==> src/design/mem_config.svh <==
// Memory pipe configuration: data path width, data array depth and register address width
`ifndef MEM_CONFIG_SVH
`define MEM_CONFIG_SVH

// Data path width in bits
`define MEM_DWORD_WIDTH 64

// Number of 64-bit words in the data array (512 bytes)
`define MEM_DEPTH 64

// Destination register number width
`define MEM_RD_ADDR_WIDTH 5

`endif

==> src/design/mem_pipe_pkg.sv <==
// Memory pipe shared types: data and address widths, opcode and access size encodings
`include "mem_config.svh"

package mem_pipe_pkg;

  typedef logic [`MEM_DWORD_WIDTH-1:0]   dword_t;
  typedef logic [63:0]                   eaddr_t;
  typedef logic [`MEM_RD_ADDR_WIDTH-1:0] rd_addr_t;
  typedef logic [$clog2(`MEM_DEPTH)-1:0] word_idx_t;
  typedef logic [2:0]                    byte_off_t;

  // Memory opcodes, loads first
  typedef enum logic [3:0]
  {
    e_op_lb  = 4'h0,
    e_op_lbu = 4'h1,
    e_op_lh  = 4'h2,
    e_op_lhu = 4'h3,
    e_op_lw  = 4'h4,
    e_op_lwu = 4'h5,
    e_op_ld  = 4'h6,
    e_op_sb  = 4'h7,
    e_op_sh  = 4'h8,
    e_op_sw  = 4'h9,
    e_op_sd  = 4'ha
  } mem_op_e;

  // Access size, log2 of the byte count
  typedef enum logic [1:0]
  {
    e_size_b = 2'b00,
    e_size_h = 2'b01,
    e_size_w = 2'b10,
    e_size_d = 2'b11
  } mem_size_e;

endpackage

==> src/design/mem_pipe_if.sv <==


interface mem_rsp_if;
  import mem_pipe_pkg::*;

  logic      v;
  logic      is_load;
  mem_size_e size;
  logic      is_unsigned;
  byte_off_t byte_off;
  dword_t    raw_data;
  rd_addr_t  rd_addr;
  logic      load_misaligned;
  logic      store_misaligned;

  modport exe
  (
    output v, is_load, size, is_unsigned, byte_off,
    output raw_data, rd_addr, load_misaligned, store_misaligned
  );

  modport res
  (
    input v, is_load, size, is_unsigned, byte_off,
    input raw_data, rd_addr, load_misaligned, store_misaligned
  );

endinterface

==> src/design/mem_result.sv <==
// Memory pipe result stage, aligns and extends load data and drives the pipe outputs
`timescale 1ns/100ps

module mem_result
  (
    mem_rsp_if.res                  rsp,
    output logic                    load_v_o,
    output mem_pipe_pkg::dword_t    load_data_o,
    output mem_pipe_pkg::rd_addr_t  load_rd_addr_o,
    output logic                    load_misaligned_o,
    output logic                    store_misaligned_o
  );
  import mem_pipe_pkg::*;

  dword_t shifted;
  logic   sext;

  // Bring the addressed byte down to lane zero
  assign shifted = rsp.raw_data >> {rsp.byte_off, 3'b000};

  always_comb
  begin
    case (rsp.size)
      e_size_b:
        sext = ~rsp.is_unsigned & shifted[7];
      e_size_h:
        sext = ~rsp.is_unsigned & shifted[15];
      e_size_w:
        sext = ~rsp.is_unsigned & shifted[31];
      default:
        sext = 1'b0;
    endcase
  end

  always_comb
  begin
    case (rsp.size)
      e_size_b:
        load_data_o = {{56{sext}}, shifted[7:0]};
      e_size_h:
        load_data_o = {{48{sext}}, shifted[15:0]};
      e_size_w:
        load_data_o = {{32{sext}}, shifted[31:0]};
      default:
        load_data_o = shifted;
    endcase
  end

  // A faulting load never reports data
  assign load_v_o           = rsp.v & rsp.is_load & ~rsp.load_misaligned;
  assign load_rd_addr_o     = rsp.rd_addr;
  assign load_misaligned_o  = rsp.v & rsp.load_misaligned;
  assign store_misaligned_o = rsp.v & rsp.store_misaligned;

endmodule

==> src/flat_wrapper.sv <==
// flat-port wrapper written by rule: the top's interface ports become plain ports
module mem_result_flat import mem_pipe_pkg::*;
  (load_v_o, load_data_o, load_rd_addr_o, load_misaligned_o, store_misaligned_o, rsp_v, rsp_is_load, rsp_size, rsp_is_unsigned, rsp_byte_off, rsp_raw_data, rsp_rd_addr, rsp_load_misaligned, rsp_store_misaligned);
  mem_rsp_if rsp_i ();
  output logic load_v_o;
  output mem_pipe_pkg::dword_t load_data_o;
  output mem_pipe_pkg::rd_addr_t load_rd_addr_o;
  output logic load_misaligned_o;
  output logic store_misaligned_o;
  input wire logic [$bits(rsp_i.v)-1:0] rsp_v;
  input wire logic [$bits(rsp_i.is_load)-1:0] rsp_is_load;
  input wire logic [$bits(rsp_i.size)-1:0] rsp_size;
  input wire logic [$bits(rsp_i.is_unsigned)-1:0] rsp_is_unsigned;
  input wire logic [$bits(rsp_i.byte_off)-1:0] rsp_byte_off;
  input wire logic [$bits(rsp_i.raw_data)-1:0] rsp_raw_data;
  input wire logic [$bits(rsp_i.rd_addr)-1:0] rsp_rd_addr;
  input wire logic [$bits(rsp_i.load_misaligned)-1:0] rsp_load_misaligned;
  input wire logic [$bits(rsp_i.store_misaligned)-1:0] rsp_store_misaligned;
  assign rsp_i.v = rsp_v;
  assign rsp_i.is_load = rsp_is_load;
  assign rsp_i.size = rsp_size;
  assign rsp_i.is_unsigned = rsp_is_unsigned;
  assign rsp_i.byte_off = rsp_byte_off;
  assign rsp_i.raw_data = rsp_raw_data;
  assign rsp_i.rd_addr = rsp_rd_addr;
  assign rsp_i.load_misaligned = rsp_load_misaligned;
  assign rsp_i.store_misaligned = rsp_store_misaligned;
  mem_result u_core (.rsp(rsp_i), .load_v_o(load_v_o), .load_data_o(load_data_o), .load_rd_addr_o(load_rd_addr_o), .load_misaligned_o(load_misaligned_o), .store_misaligned_o(store_misaligned_o));
endmodule
==> config.mk <==
export PLATFORM = sky130hd
export DESIGN_NAME = mem_result_flat
export DESIGN_NICKNAME = d
export VERILOG_FILES = /design/src/design/mem_pipe_pkg.sv /design/src/design/mem_pipe_if.sv /design/src/design/mem_result.sv /design/src/flat_wrapper.sv
export VERILOG_INCLUDE_DIRS = /design/src /design/src/design
export SDC_FILE = /design/constraint.sdc
export NUM_CORES = 1
export LEC_CHECK = 0
export ABC_AREA = 1
export BUFFER_PORTS_ARGS = -buffer_cell sky130_fd_sc_hd__buf_2
export CORE_AREA = 3 3 98 100
export DETAILED_ROUTE_END_ITERATION = 10
export DIE_AREA = 0 0 101 103
export PLACE_DENSITY = 0.62
export REMOVE_ABC_BUFFERS = 1
export SETUP_SLACK_MARGIN = 0.4
export SLEW_MARGIN = 25
export SYNTH_ARGS = -nofsm -noshare
export SYNTH_HDL_FRONTEND = slang
export SYNTH_SLANG_ARGS = --single-unit
==> constraint.sdc <==
create_clock -name vclk -period 2.5
set_input_delay 0.25 -clock vclk [all_inputs]
set_output_delay 0.25 -clock vclk [all_outputs]
set_load 0.05 [all_outputs]
; ---- After elaboration in Yosys (flattened, before gate mapping)
; Index checks and enable logic that the tools add are counted.
[word_totals]
reg_bits = 0
inputBits = 79
word_cells = 15
[op_classes]
n_eq_ne = 2
n_shift = 1
muxes = 2
bitwise_logic = 9
n_reduce_logical = 1
[ops]
columns = operator, count
row1 = 64-bit one-hot mux with 3 select lines, 1
row2 = 64-bit by 6-bit right shift with 64-bit output, 1
row3 = 1-bit AND, 7
row4 = 2-bit by 1-bit == test with 1-bit output (second input constant), 1
row5 = 2-bit == test (second input constant), 1
row6 = 2-bit zero test, 1
row7 = 1-bit inverter, 2
row8 = 1-bit one-hot mux with 2 select lines, 1

; ---- Longest topological paths before layout
[depth]
word_depth = 4
ltp_mapped = 10

; ---- Worst setup path before layout
; No wires, ideal clock.
[synth_timing]
path_kind = input port to output port
start = in rsp_byte_off[1]
end = out load_data_o[5]
arrival_time_ns = 1.781
required_time_ns = 2.250
slack_ns = 0.469
stages = 5
n_path_buf = 3
cell_sequence = buf_4 -> buf_4 -> clkbuf_1 -> nand2_1 -> a31oi_1
[synth_between]
elab_chain_cells = 2
[synth_rtl]
columns = item, line
row1 = start: declaration, flat_wrapper.sv:14  ; input wire logic [$bits(rsp_i.byte_off)-1:0] rsp_byte_off;
row2 = 64-bit by 6-bit right shift with 64-bit output, mem_result.sv:19  ; assign shifted = rsp.raw_data >> {rsp.byte_off, 3'b000};
row3 = 64-bit one-hot mux with 3 select lines, mem_result.sv:37  ; case (rsp.size)
row4 = end: declaration, flat_wrapper.sv:6  ; output mem_pipe_pkg::dword_t load_data_o;
; Every way passes these cells.

; ---- Final worst setup path
[layout_timing]
start = in rsp_byte_off[2]
end = out load_data_o[19]
[layout_between]
elab_chain_cells = 4
elab_cells_between_ends = 6
cone_classes = shift (1) / mux (2) / bitwise (3)
[layout_rtl]
columns = item, line
row1 = 64-bit by 6-bit right shift with 64-bit output *, mem_result.sv:19
row2 = "1-bit AND, on equally long branches", "mem_result.sv:25, mem_result.sv:27, mem_result.sv:29"
row3 = 1-bit one-hot mux with 2 select lines, mem_result.sv:23  ; case (rsp.size)
row4 = 64-bit one-hot mux with 3 select lines *, mem_result.sv:37
; Mark *: on every way between the ends. The rest lies on a longest branch, timed or not.

==> metrics.md <==
| Metric | Value |
|---|---|
| Synth area leader | nand2_1 |
| Placed insts | 704 |
| Gp weighted congestion | 0.900 |
| Crit-path slowest cell | buf_2 |
| Final Setup Violations | 0 |
| CP Launch Type | input pin |
| Netlist cell types | 27 |
| Crit end category | output port |
| Fmax | 509 MHz |
| Post-Synth XOR/XNOR Area | 0% |
| Filler cells | 1016 |
| CP Depth | 10 |
| Pre-CTS WS | 0.217 ns |
| Crit path kind | input pin to output port |
| DR iter-0 viols | 142 |
| Area of the die | 0.0104 sq mm |
| I/O pin total | 151 |
| First-pass GRT wire length | 16.6 mm |
| Cell family with most CP delay | buffers and inverters |
| Buf/Inv on CP | 4 |
| DR vias | 3616 |
| Sequential element share of the synthesized area | 0% |
| Port Buffers | 141 |
| Placement Rows | 34 |
| Worst Slack Setup Final | 0.537 ns |
| CLK BUF | 0 |
| Chip Height | 103 microns |
| Multi-input gate area | 0.00204 sq mm |
| Final core utilization | 38.2% |
| Largest family of logic cells by synthesized area | simple AND/OR/NAND/NOR gates |
| Post-Synth Adder-Cell Area | 2.14% |
| Initial antenna violation count | 0 |
| Crit-path cells | buf_2 -> inv_2 -> nand3_1 -> nand2_1 -> nand2_1 -> nand3_4 -> nand3_4 -> buf_4 -> nand2_1 -> buf_4 |
| Largest stage delay, worst path | 0.26 ns |
| Core ar. | 0.00876 sq mm |
| Status | complete, no violations |
| Total GRT Usage | 19.3% |
| Number of global-route vias before repair | 3342 |
| Post-detailed-route count of antenna-violating nets | 0 |
| Final Slew Violations | 0 |
| Share of layout cells above drive strength 1 | 31.4% |
| CP Max Fanout | 11 |
| Number of sequential cells | 0 |
| Synth Instances | 481 |
| Peak supply drop | 0.132 mV |
| DR DRC count | 0 |
| Mapped Avg Cell Area | 4.87 sq um |
| Leakage | 1.99 nW |
| Diodes inserted | 0 |
| Setup TNS Final | 0 ns |
| Largest net degree at the start of global routing | 34 |
| Cell mode on critical path | nand2_1 |
| Hold Crit Class | input pin to output port |
| Synth Warn # | 0 |
| Final worst-path cycle share | 78.5% |
| Area fraction of the dominant cell type after synthesis | 35.6% |
| FF+latch area | 0 sq um |
| Vias per inst | 5.10 |
| Min Clock Period, post-route | 1.96 ns |
| Routed length per instance | 15.0 microns |
| Complex-gate fraction of the synthesized area | 21.2% |
| Slew margin rel. | 71.5% |
| Simple-gate share of the synthesized area | 56.8% |
| Mapped cell area | 0.00234 sq mm |
| Req. time, crit path | 2.25 ns |
| Area growth syn-to-layout | 43.1% |
| Grt ovf | 0 |
| Final WL | 10.6 mm |
| DPL Wire Length | 7.72 mm |
| WP data arrival | 1.71 ns |
| Hold Buf Count CTS | 0 |
| Worst hold margin | 0.500 ns |
| Fin cells | 709 |
| Multiplexer share of the synthesized area | 3.85% |
| Max-cap viol count | 0 |
| Fin nets | 686 |
| Die width | 101 microns |
| Setup crit end | load_data_o[19] |
| Worst slew pin tran | 0.423 ns |
| Final Hold Fails | 0 |
| Worst setup path start | rsp_byte_off[2] |
| DR pass1 iterations | 4 |
| Initial Util | 26.7% |
| Pwr/cell area | 321 mW/mm^2 |
| RSZ-0062 raised after global routing | false |
| Top cells by area, synth | nand2_1, nand3_1, o21ai_0, o211ai_1, mux2i_1 |
final cells by class:
class	instances	share of cell area (%)
multi-input cells	413	60.9
inverters	28	3.47
well taps	108	4.03
repair buffers	160	31.6
Yosys cell counts (all sizes together), types with 4 or more instances:
cell type	number
or2	6
buf	27
a21oi	15
nand2	222
o21ai	41
inv	27
a31oi	4
nand3	59
o211ai	18
clkbuf	16
o31ai	4
nor2	22
ha	4
mux2i	9
cells by family (layout without fill, tap and decap cells):
kind of cell,Yosys count,in the layout
muxes,9,9
adders and majority gates,4,4
buffers and inverters,71,188
and+or+nand+nor,313,316
AOI/OAI and AO/OA,84,84
worst min-delay path by stage:
stage          depth (start not counted)            from                end
2_1_floorplan                          0  rsp_rd_addr[0]  load_rd_addr_o[0]
3_3_place_gp                           0  rsp_rd_addr[0]  load_rd_addr_o[0]
3_5_place_dp                           0  rsp_rd_addr[0]  load_rd_addr_o[0]
4_1_cts                                0  rsp_rd_addr[0]  load_rd_addr_o[0]
5_1_grt                                0  rsp_rd_addr[0]  load_rd_addr_o[0]
6_report                               0  rsp_rd_addr[1]  load_rd_addr_o[1]
per-stage QoR:
stage	instance area (sq um)	total power [mW]
final	3350	1.07
after global routing	3350	1.15
after CTS	3170	1.02
after detailed placement	3040	0.968
after global placement	3040	0.960
after floorplan	2070	0.660
timing repair:
action / 4_1_cts / 5_1_grt
gates cloned: 3 / 0
resized for setup: 21 / 72
pin swaps: 3 / 4
endpoints found under the setup margin: 53 / 59
buffers inserted: 2 / 0
per-layer routing:
metal  track usage, %  part of all wire [%]  vias to the layer above
li1                 -                     -                     1825
met1             25.7                    43                     1622
met2             34.0                    48                      157
met3             2.37                   7.6                       12
met4             2.66                   1.3                        0
met5                0                     0                        -
cell usage in the layout (no fill, tap or decap), drive strengths merged:
master / netlist / final
a21oi: 15 / 15
nand3: 59 / 62
ha: 4 / 4
o31ai: 4 / 4
nand2: 222 / 222
inv: 27 / 27
o211ai: 18 / 18
clkbuf: 16 / 34
o21ai: 41 / 41
o221ai: 2 / 2
buf: 27 / 126
mux2i: 9 / 9
nand4: 2 / 2
a31oi: 4 / 4
nor3: 1 / 1
nor2: 22 / 22
or2: 6 / 6
clkinv: 1 / 1
and2: 1 / 1
power breakdown:
group | internal [mW] | leakage, nW | switching [mW]
clock | 0 | 0 | 0
sequential | 0 | 0 | 0
combinational | 0.320 | 1.99 | 0.754
total | 0.320 | 1.99 | 0.754
Power figures use the tool's default switching activity.
