===== config.mk =====
export PLATFORM = sky130hd
export DESIGN_NAME = mem_decode_flat
export DESIGN_NICKNAME = d
export VERILOG_FILES = /design/src/design/mem_pipe_pkg.sv /design/src/design/mem_pipe_if.sv /design/src/design/mem_decode.sv /design/src/flat_wrapper.sv
export VERILOG_INCLUDE_DIRS = /design/src /design/src/design
export SDC_FILE = /design/constraint.sdc
export NUM_CORES = 1
export LEC_CHECK = 0
export BUFFER_PORTS_ARGS = -buffer_cell sky130_fd_sc_hd__buf_2
export CORE_AREA = 2 2 160 162
export CTS_BUF_LIST = sky130_fd_sc_hd__clkbuf_4
export DETAILED_ROUTE_END_ITERATION = 8
export DIE_AREA = 0 0 162 164
export PLACE_DENSITY = 0.42
export SLEW_MARGIN = 20
export SYNTH_ARGS = -nofsm -noshare
export SYNTH_HDL_FRONTEND = slang
export SYNTH_SLANG_ARGS = --single-unit
export TNS_END_PERCENT = 20

===== constraint.sdc =====
create_clock -name clk_i -period 1.7 [get_ports clk_i]
set_input_delay 0.255 -clock clk_i [delete_from_list [all_inputs] [get_ports clk_i]]
set_output_delay 0.255 -clock clk_i [all_outputs]
set_load 0.1 [all_outputs]

===== src/design/mem_config.svh =====
// Memory pipe configuration: data path width, data array depth and register address width
`ifndef MEM_CONFIG_SVH
`define MEM_CONFIG_SVH

// Data path width in bits
`define MEM_DWORD_WIDTH 64

// Number of 64-bit words in the data array (512 bytes)
`define MEM_DEPTH 64

// Destination register number width
`define MEM_RD_ADDR_WIDTH 5

`endif


===== src/design/mem_pipe_pkg.sv =====
// Memory pipe shared types: data and address widths, opcode and access size encodings
`include "mem_config.svh"

package mem_pipe_pkg;

  typedef logic [`MEM_DWORD_WIDTH-1:0]   dword_t;
  typedef logic [63:0]                   eaddr_t;
  typedef logic [`MEM_RD_ADDR_WIDTH-1:0] rd_addr_t;
  typedef logic [$clog2(`MEM_DEPTH)-1:0] word_idx_t;
  typedef logic [2:0]                    byte_off_t;

  // Memory opcodes, loads first
  typedef enum logic [3:0]
  {
    e_op_lb  = 4'h0,
    e_op_lbu = 4'h1,
    e_op_lh  = 4'h2,
    e_op_lhu = 4'h3,
    e_op_lw  = 4'h4,
    e_op_lwu = 4'h5,
    e_op_ld  = 4'h6,
    e_op_sb  = 4'h7,
    e_op_sh  = 4'h8,
    e_op_sw  = 4'h9,
    e_op_sd  = 4'ha
  } mem_op_e;

  // Access size, log2 of the byte count
  typedef enum logic [1:0]
  {
    e_size_b = 2'b00,
    e_size_h = 2'b01,
    e_size_w = 2'b10,
    e_size_d = 2'b11
  } mem_size_e;

endpackage


===== src/design/mem_pipe_if.sv =====
// Memory pipe stage interfaces: decoded request into execute and array response into result
`timescale 1ns/100ps

interface mem_req_if;
  import mem_pipe_pkg::*;

  logic      v;
  logic      is_load;
  logic      is_store;
  mem_size_e size;
  logic      is_unsigned;
  dword_t    rs1;
  dword_t    rs2;
  dword_t    imm;
  rd_addr_t  rd_addr;

  modport dec
  (
    output v, is_load, is_store, size, is_unsigned,
    output rs1, rs2, imm, rd_addr
  );

  modport exe
  (
    input v, is_load, is_store, size, is_unsigned,
    input rs1, rs2, imm, rd_addr
  );

endinterface



===== src/design/mem_decode.sv =====
// Memory pipe decode stage, registers a request and classifies its opcode
`timescale 1ns/100ps

module mem_decode
  (
    input  logic                   clk_i,
    input  logic                   rst_i,
    input  logic                   req_v_i,
    input  mem_pipe_pkg::mem_op_e  op_i,
    input  mem_pipe_pkg::dword_t   rs1_i,
    input  mem_pipe_pkg::dword_t   rs2_i,
    input  mem_pipe_pkg::dword_t   imm_i,
    input  mem_pipe_pkg::rd_addr_t rd_addr_i,
    mem_req_if.dec                 req
  );
  import mem_pipe_pkg::*;

  logic      is_load;
  logic      is_store;
  logic      is_unsigned;
  mem_size_e size;

  assign is_load     = op_i inside {e_op_lb, e_op_lbu, e_op_lh, e_op_lhu,
                                    e_op_lw, e_op_lwu, e_op_ld};
  assign is_store    = op_i inside {e_op_sb, e_op_sh, e_op_sw, e_op_sd};
  assign is_unsigned = op_i inside {e_op_lbu, e_op_lhu, e_op_lwu};

  // Access size from the opcode, anything else is a double word
  always_comb
  begin
    case (op_i)
      e_op_lb, e_op_lbu, e_op_sb:
        size = e_size_b;
      e_op_lh, e_op_lhu, e_op_sh:
        size = e_size_h;
      e_op_lw, e_op_lwu, e_op_sw:
        size = e_size_w;
      default:
        size = e_size_d;
    endcase
  end

  always_ff @(posedge clk_i)
  begin
    if (rst_i)
    begin
      req.v <= 1'b0;
    end
    else
    begin
      req.v <= req_v_i;
    end
  end

  // Decoded fields and operands, qualified downstream by v
  always_ff @(posedge clk_i)
  begin
    req.is_load     <= is_load;
    req.is_store    <= is_store;
    req.is_unsigned <= is_unsigned;
    req.size        <= size;
    req.rs1         <= rs1_i;
    req.rs2         <= rs2_i;
    req.imm         <= imm_i;
    req.rd_addr     <= rd_addr_i;
  end

endmodule


===== src/flat_wrapper.sv =====
// flat-port wrapper written by rule: the top's interface ports become plain ports
module mem_decode_flat import mem_pipe_pkg::*;
  (clk_i, rst_i, req_v_i, op_i, rs1_i, rs2_i, imm_i, rd_addr_i, req_v, req_is_load, req_is_store, req_size, req_is_unsigned, req_rs1, req_rs2, req_imm, req_rd_addr);
  mem_req_if req_i ();
  input  logic clk_i;
  input  logic rst_i;
  input  logic req_v_i;
  input  mem_pipe_pkg::mem_op_e op_i;
  input  mem_pipe_pkg::dword_t rs1_i;
  input  mem_pipe_pkg::dword_t rs2_i;
  input  mem_pipe_pkg::dword_t imm_i;
  input  mem_pipe_pkg::rd_addr_t rd_addr_i;
  output wire logic [$bits(req_i.v)-1:0] req_v;
  output wire logic [$bits(req_i.is_load)-1:0] req_is_load;
  output wire logic [$bits(req_i.is_store)-1:0] req_is_store;
  output wire logic [$bits(req_i.size)-1:0] req_size;
  output wire logic [$bits(req_i.is_unsigned)-1:0] req_is_unsigned;
  output wire logic [$bits(req_i.rs1)-1:0] req_rs1;
  output wire logic [$bits(req_i.rs2)-1:0] req_rs2;
  output wire logic [$bits(req_i.imm)-1:0] req_imm;
  output wire logic [$bits(req_i.rd_addr)-1:0] req_rd_addr;
  assign req_v = req_i.v;
  assign req_is_load = req_i.is_load;
  assign req_is_store = req_i.is_store;
  assign req_size = req_i.size;
  assign req_is_unsigned = req_i.is_unsigned;
  assign req_rs1 = req_i.rs1;
  assign req_rs2 = req_i.rs2;
  assign req_imm = req_i.imm;
  assign req_rd_addr = req_i.rd_addr;
  mem_decode u_core (.clk_i(clk_i), .rst_i(rst_i), .req_v_i(req_v_i), .op_i(op_i), .rs1_i(rs1_i), .rs2_i(rs2_i), .imm_i(imm_i), .rd_addr_i(rd_addr_i), .req(req_i));
endmodule

---- After elaboration in Yosys (flattened, before gate mapping) ----
Memory sizes are Yosys's and may differ from the RTL's. A register that Yosys moved wholly into a read port is not among the register bits.
Index checks and enable logic that the tools add are counted.
cells by class
  eq/ne operators ......................... 10
  reductions and logical operators ........ 4
operators with widths
  kind                number
  $eq 4x3->1 const B  4
  $eq 4x4->1 const B  3
  $eq 4x2->1 const B  2
  $reduce_bool 7->1   1
  $eq 4x1->1 const B  1
  $logic_not 4->1     1
  $reduce_bool 4->1   1
  $reduce_bool 3->1   1
word-level totals
  bits in registers ....................... 201
  logic and storage cells ................. 23
  output and inout bits ................... 203
  memories kept ........................... 1
  input port bits ......................... 204
  memory bits (read-only) ................. 32
memory list
  name             depth  width  read ports  clocked after Yosys merged registers in  wr ports  line              source
  (no name shown)  16     2      1           1                                        0         mem_decode.sv:31  case (op_i)

---- Longest topological paths before layout ----
  depth after elaboration ................. 2
  depth in mapped cells ................... 3
  depth with buffers taken out ............ 2

---- Worst setup path before layout ----
Ideal clock, no wire load.
  path kind ............................... register to output
  start ................................... register u_core.req.imm[0]
  end ..................................... output port req_imm[0]
  path buffers ............................ 0
  stages on the path, launching flop included .. 1
  required time ........................... 1.445 ns
  path slack .............................. 0.536 ns
  data arrival time ....................... 0.909 ns
  cells stage by stage .................... dfxtp_1
RTL lines
  what                    line                source
  start, declared         mem_pipe_if.sv:20   output rs1, rs2, imm, rd_addr
  start signal, assigned  mem_decode.sv:64    req.imm <= imm_i;
  end, declared           flat_wrapper.sv:20  output wire logic [$bits(req_i.imm)-1:0] req_imm;
No word-level cell between the ends.

---- Worst setup path after layout ----
  start ................................... register u_core.req.imm[58]
  end ..................................... output port req_imm[58]
No word-level cell between the ends.

==> flow_summary_export.csv <==
group,metric,value,unit
worst_hold_path,hold_depth,3,
sta,fin_crit,1.589,ns
logic_synthesis,yosysTopAreaCell,"dfxtp_1",
sta,tns,0,ns
worst_setup_path,path_depth,1,
worst_setup_path,path_class,"flip-flop to primary output",
global_routing,use_met2,20.91,%
global_routing,grt_pass1_vias,4634,
floorplanning,die_w,162,um
logic_synthesis,ys_seq_area_share,97.74,%
drt,num_vias,4267,
worst_setup_path,cp-end-kind,"primary output",
placed_design,gp_congestion,0.7246,
drt,vias_per_cell,3.411,
layout,nets,1089,
drt,drt_iter0_markers,98,
sta,relSlewSlack,67.51,%
global_routing,grt_max_degree,15,
logic_synthesis,ys_warn_count,0,
layout,final_cell_mix,"clkbuf_4 (210), buf_2 (208), dlygate4sd3_1 (205)",
floorplanning,rows,58,
floorplanning,core_area,0.02482,mm2
placed_design,dp_hpwl,11030,um
logic_synthesis,syn_avg_cell_area,19.07,um2
worst_setup_path,cp_slowest_cell,"buf_2",
global_routing,use_met3,5.934,%
placed_design,port_buffers,406,
global_routing,grt_use_met1,11.19,%
pwr,leakage,4.768,nW
logic_synthesis,netlist_instances,218,
layout,multi_input_area,85.08,um2
pwr,irDropWorstVdd,0.6478,mV
worst_setup_path,crit_arrival,1.33,ns
sta,grt_setup_unrepaired,"no",
pwr,p_per_area,1235,mW/mm2
global_routing,overflow,0,
pwr,power,0.01211,W
drt,drt_pass1_iterations,3,
worst_setup_path,cp-start-kind,"flip-flop",
global_routing,grt_use_total,11.68,%
logic_synthesis,synth_area,0.004158,mm2
worst_hold_path,hp-class,"input pin to flip-flop",
sta,finalCritPeriodShare,93.49,%
sta,final_hold_viol_count,0,
logic_synthesis,ys_types,16,
sta,setup_viol,0,
logic_synthesis,synth_seq_cells,203,
placed_design,post-place-ws,0.6829,ns
clock_tree,h-tree-depth,2,
clock_tree,numCtsBuffers,55,
clock_tree,cts_tree,"done",
worst_setup_path,crit_required,1.44,ns
floorplanning,start_util,16.75,%
layout,seqCellArea,0.004064,mm2
floorplanning,ios,407,
layout,layout-drive-gt1-share,53.59,%
drt,drt_wl_total,16880,um
layout,area_growth,135.8,%
drt,drc,0,
sta,report.final.slew_viol_count,0,
worst_setup_path,worstPathMaxFanout,1,
worst_setup_path,crit_buf_inv,1,
sta,layout_setup_ws,0.1107,ns
layout,final_common_cell,"clkbuf_4",
run,drv_cap,0,
clock_tree,clock-root-buffer,"clkbuf_4",
worst_setup_path,crit_family,"buffers and inverters",
clock_tree,post_cts_buffers,0,
worst_setup_path,critPathMaxStageDelay,0.42,ns
worst_setup_path,cp_cell_sequence,"buf_2",
drt,wire_per_inst,13.49,um
worst_setup_path,endpoint,"req_imm[58]",
logic_synthesis,synthesis.nets,422,
drt,antenna_left,0,
floorplanning,fp.dieArea,0.02657,mm2
layout,stdcell_count,1251,
logic_synthesis,yosysTopAreaCellShare,97.74,%
logic_synthesis,yosys-top-cells-area,"dfxtp_1 (98%), a21bo_1 (0.24%), a21o_2 (0.21%), a2bb2oi_1 (0.21%), nand4b_1 (0.21%)",
clock_tree,clock_path_buffers,3,
layout,fillers,2377,
layout,final_util,39.50,%
floorplanning,die-height,164,um
global_routing,grt_antenna_before_repair,2,
sta,worst_pin_slew,0.4908,ns
worst_setup_path,crit_start,"u_core.req.imm[58]",
global_routing,grt.busiest_layer,"met2",
clock_tree,clk_pin_slew,0.06,ns
placed_design,dp_cells,953,
global_routing,grt_pass1_wl,23780,um
status,status,"completed",
clock_tree,cts.sinks,203,
sta,timing.fmax,0.6292,GHz
-- cells in the mapped netlist, drive strengths merged --
| cell | count |
|---|---|
| nor2b | 1 |
| nand2 | 1 |
| and3 | 1 |
| inv | 1 |
| a21boi | 1 |
| nor2 | 1 |
| dfxtp | 203 |
| a21bo | 1 |
| nand4b | 1 |
| a21o | 1 |
| a2bb2oi | 1 |
| a21oi | 1 |
| a31oi | 1 |
| clkbuf | 1 |
| nor3 | 1 |
| o21ai | 1 |
-- layer usage --
metal	wire [um]	part of all wire, %
met1	5777	34
met2	8620	51
met3	2096	12
met4	381	2.3
met5	0	0
-- through the flow --
step	instance area [um2]	hold slack [ns]
floorplan	4158	0.2827
global placement	6598	0.3571
detailed placement	6598	0.3586
CTS	9488	0.1473
global route	9803	0.1178
finish	9803	0.1756
-- final cells by class --
type	count	area share (%)
timing repair buffer	611	46.76
sequential	203	41.46
clock buffer	80	6.126
tap	330	4.212
multi-input combinational	13	0.8679
clock inverter	12	0.5105
inverter	1	0.03829
antenna	1	0.02553
-- kinds of logic after synthesis --
| logic type | count (synthesis) | synth area share, % |
|---|---|---|
| flip-flops | 203 | 97.74 |
| AO/OA/AOI/OAI | 7 | 1.234 |
| AND/OR/NAND/NOR | 6 | 0.8125 |
| buffers and inverters | 2 | 0.2105 |
-- state kept, by name, indices dropped and copies added, names as in the netlist --
signal	flops
u_core.req.is_unsigned	1
u_core.req.rs2	64
u_core.req.rd_addr	5
u_core.req.rs1	64
u_core.req.imm	64
u_core.req.size	2
u_core.req.is_load	1
u_core.req.v	1
u_core.req.is_store	1
-- worst min-delay path by stage --
stage               slack (ns)                   to      start
floorplan                 0.28    u_core.req.imm[0]   imm_i[0]
finish                    0.18  u_core.req.is_store    op_i[1]
detailed placement        0.36   u_core.req.rs2[31]  rs2_i[31]
global route              0.12  u_core.req.is_store    op_i[1]
global placement          0.36   u_core.req.rs1[42]  rs1_i[42]
CTS                       0.15   u_core.req.rs2[31]  rs2_i[31]
-- repair_timing --
action                                  4_1_cts  5_1_grt
pin swaps                                     0        0
hold buffers                                207        0
endpoints found under the setup margin       67      131
endpoints found under the hold margin       203        0
gates resized for setup                      67      131
-- power by group --
| group | switching, W | internal [W] | total [W] | leakage [nW] |
|---|---|---|---|---|
| clock | 0.00194 | 0.00214 | 0.00408 | 0.404 |
| sequential | 0.0000715 | 0.00502 | 0.00509 | 1.71 |
| combinational | 0.00216 | 0.000773 | 0.00294 | 2.65 |
Power figures use the tool's default switching activity.
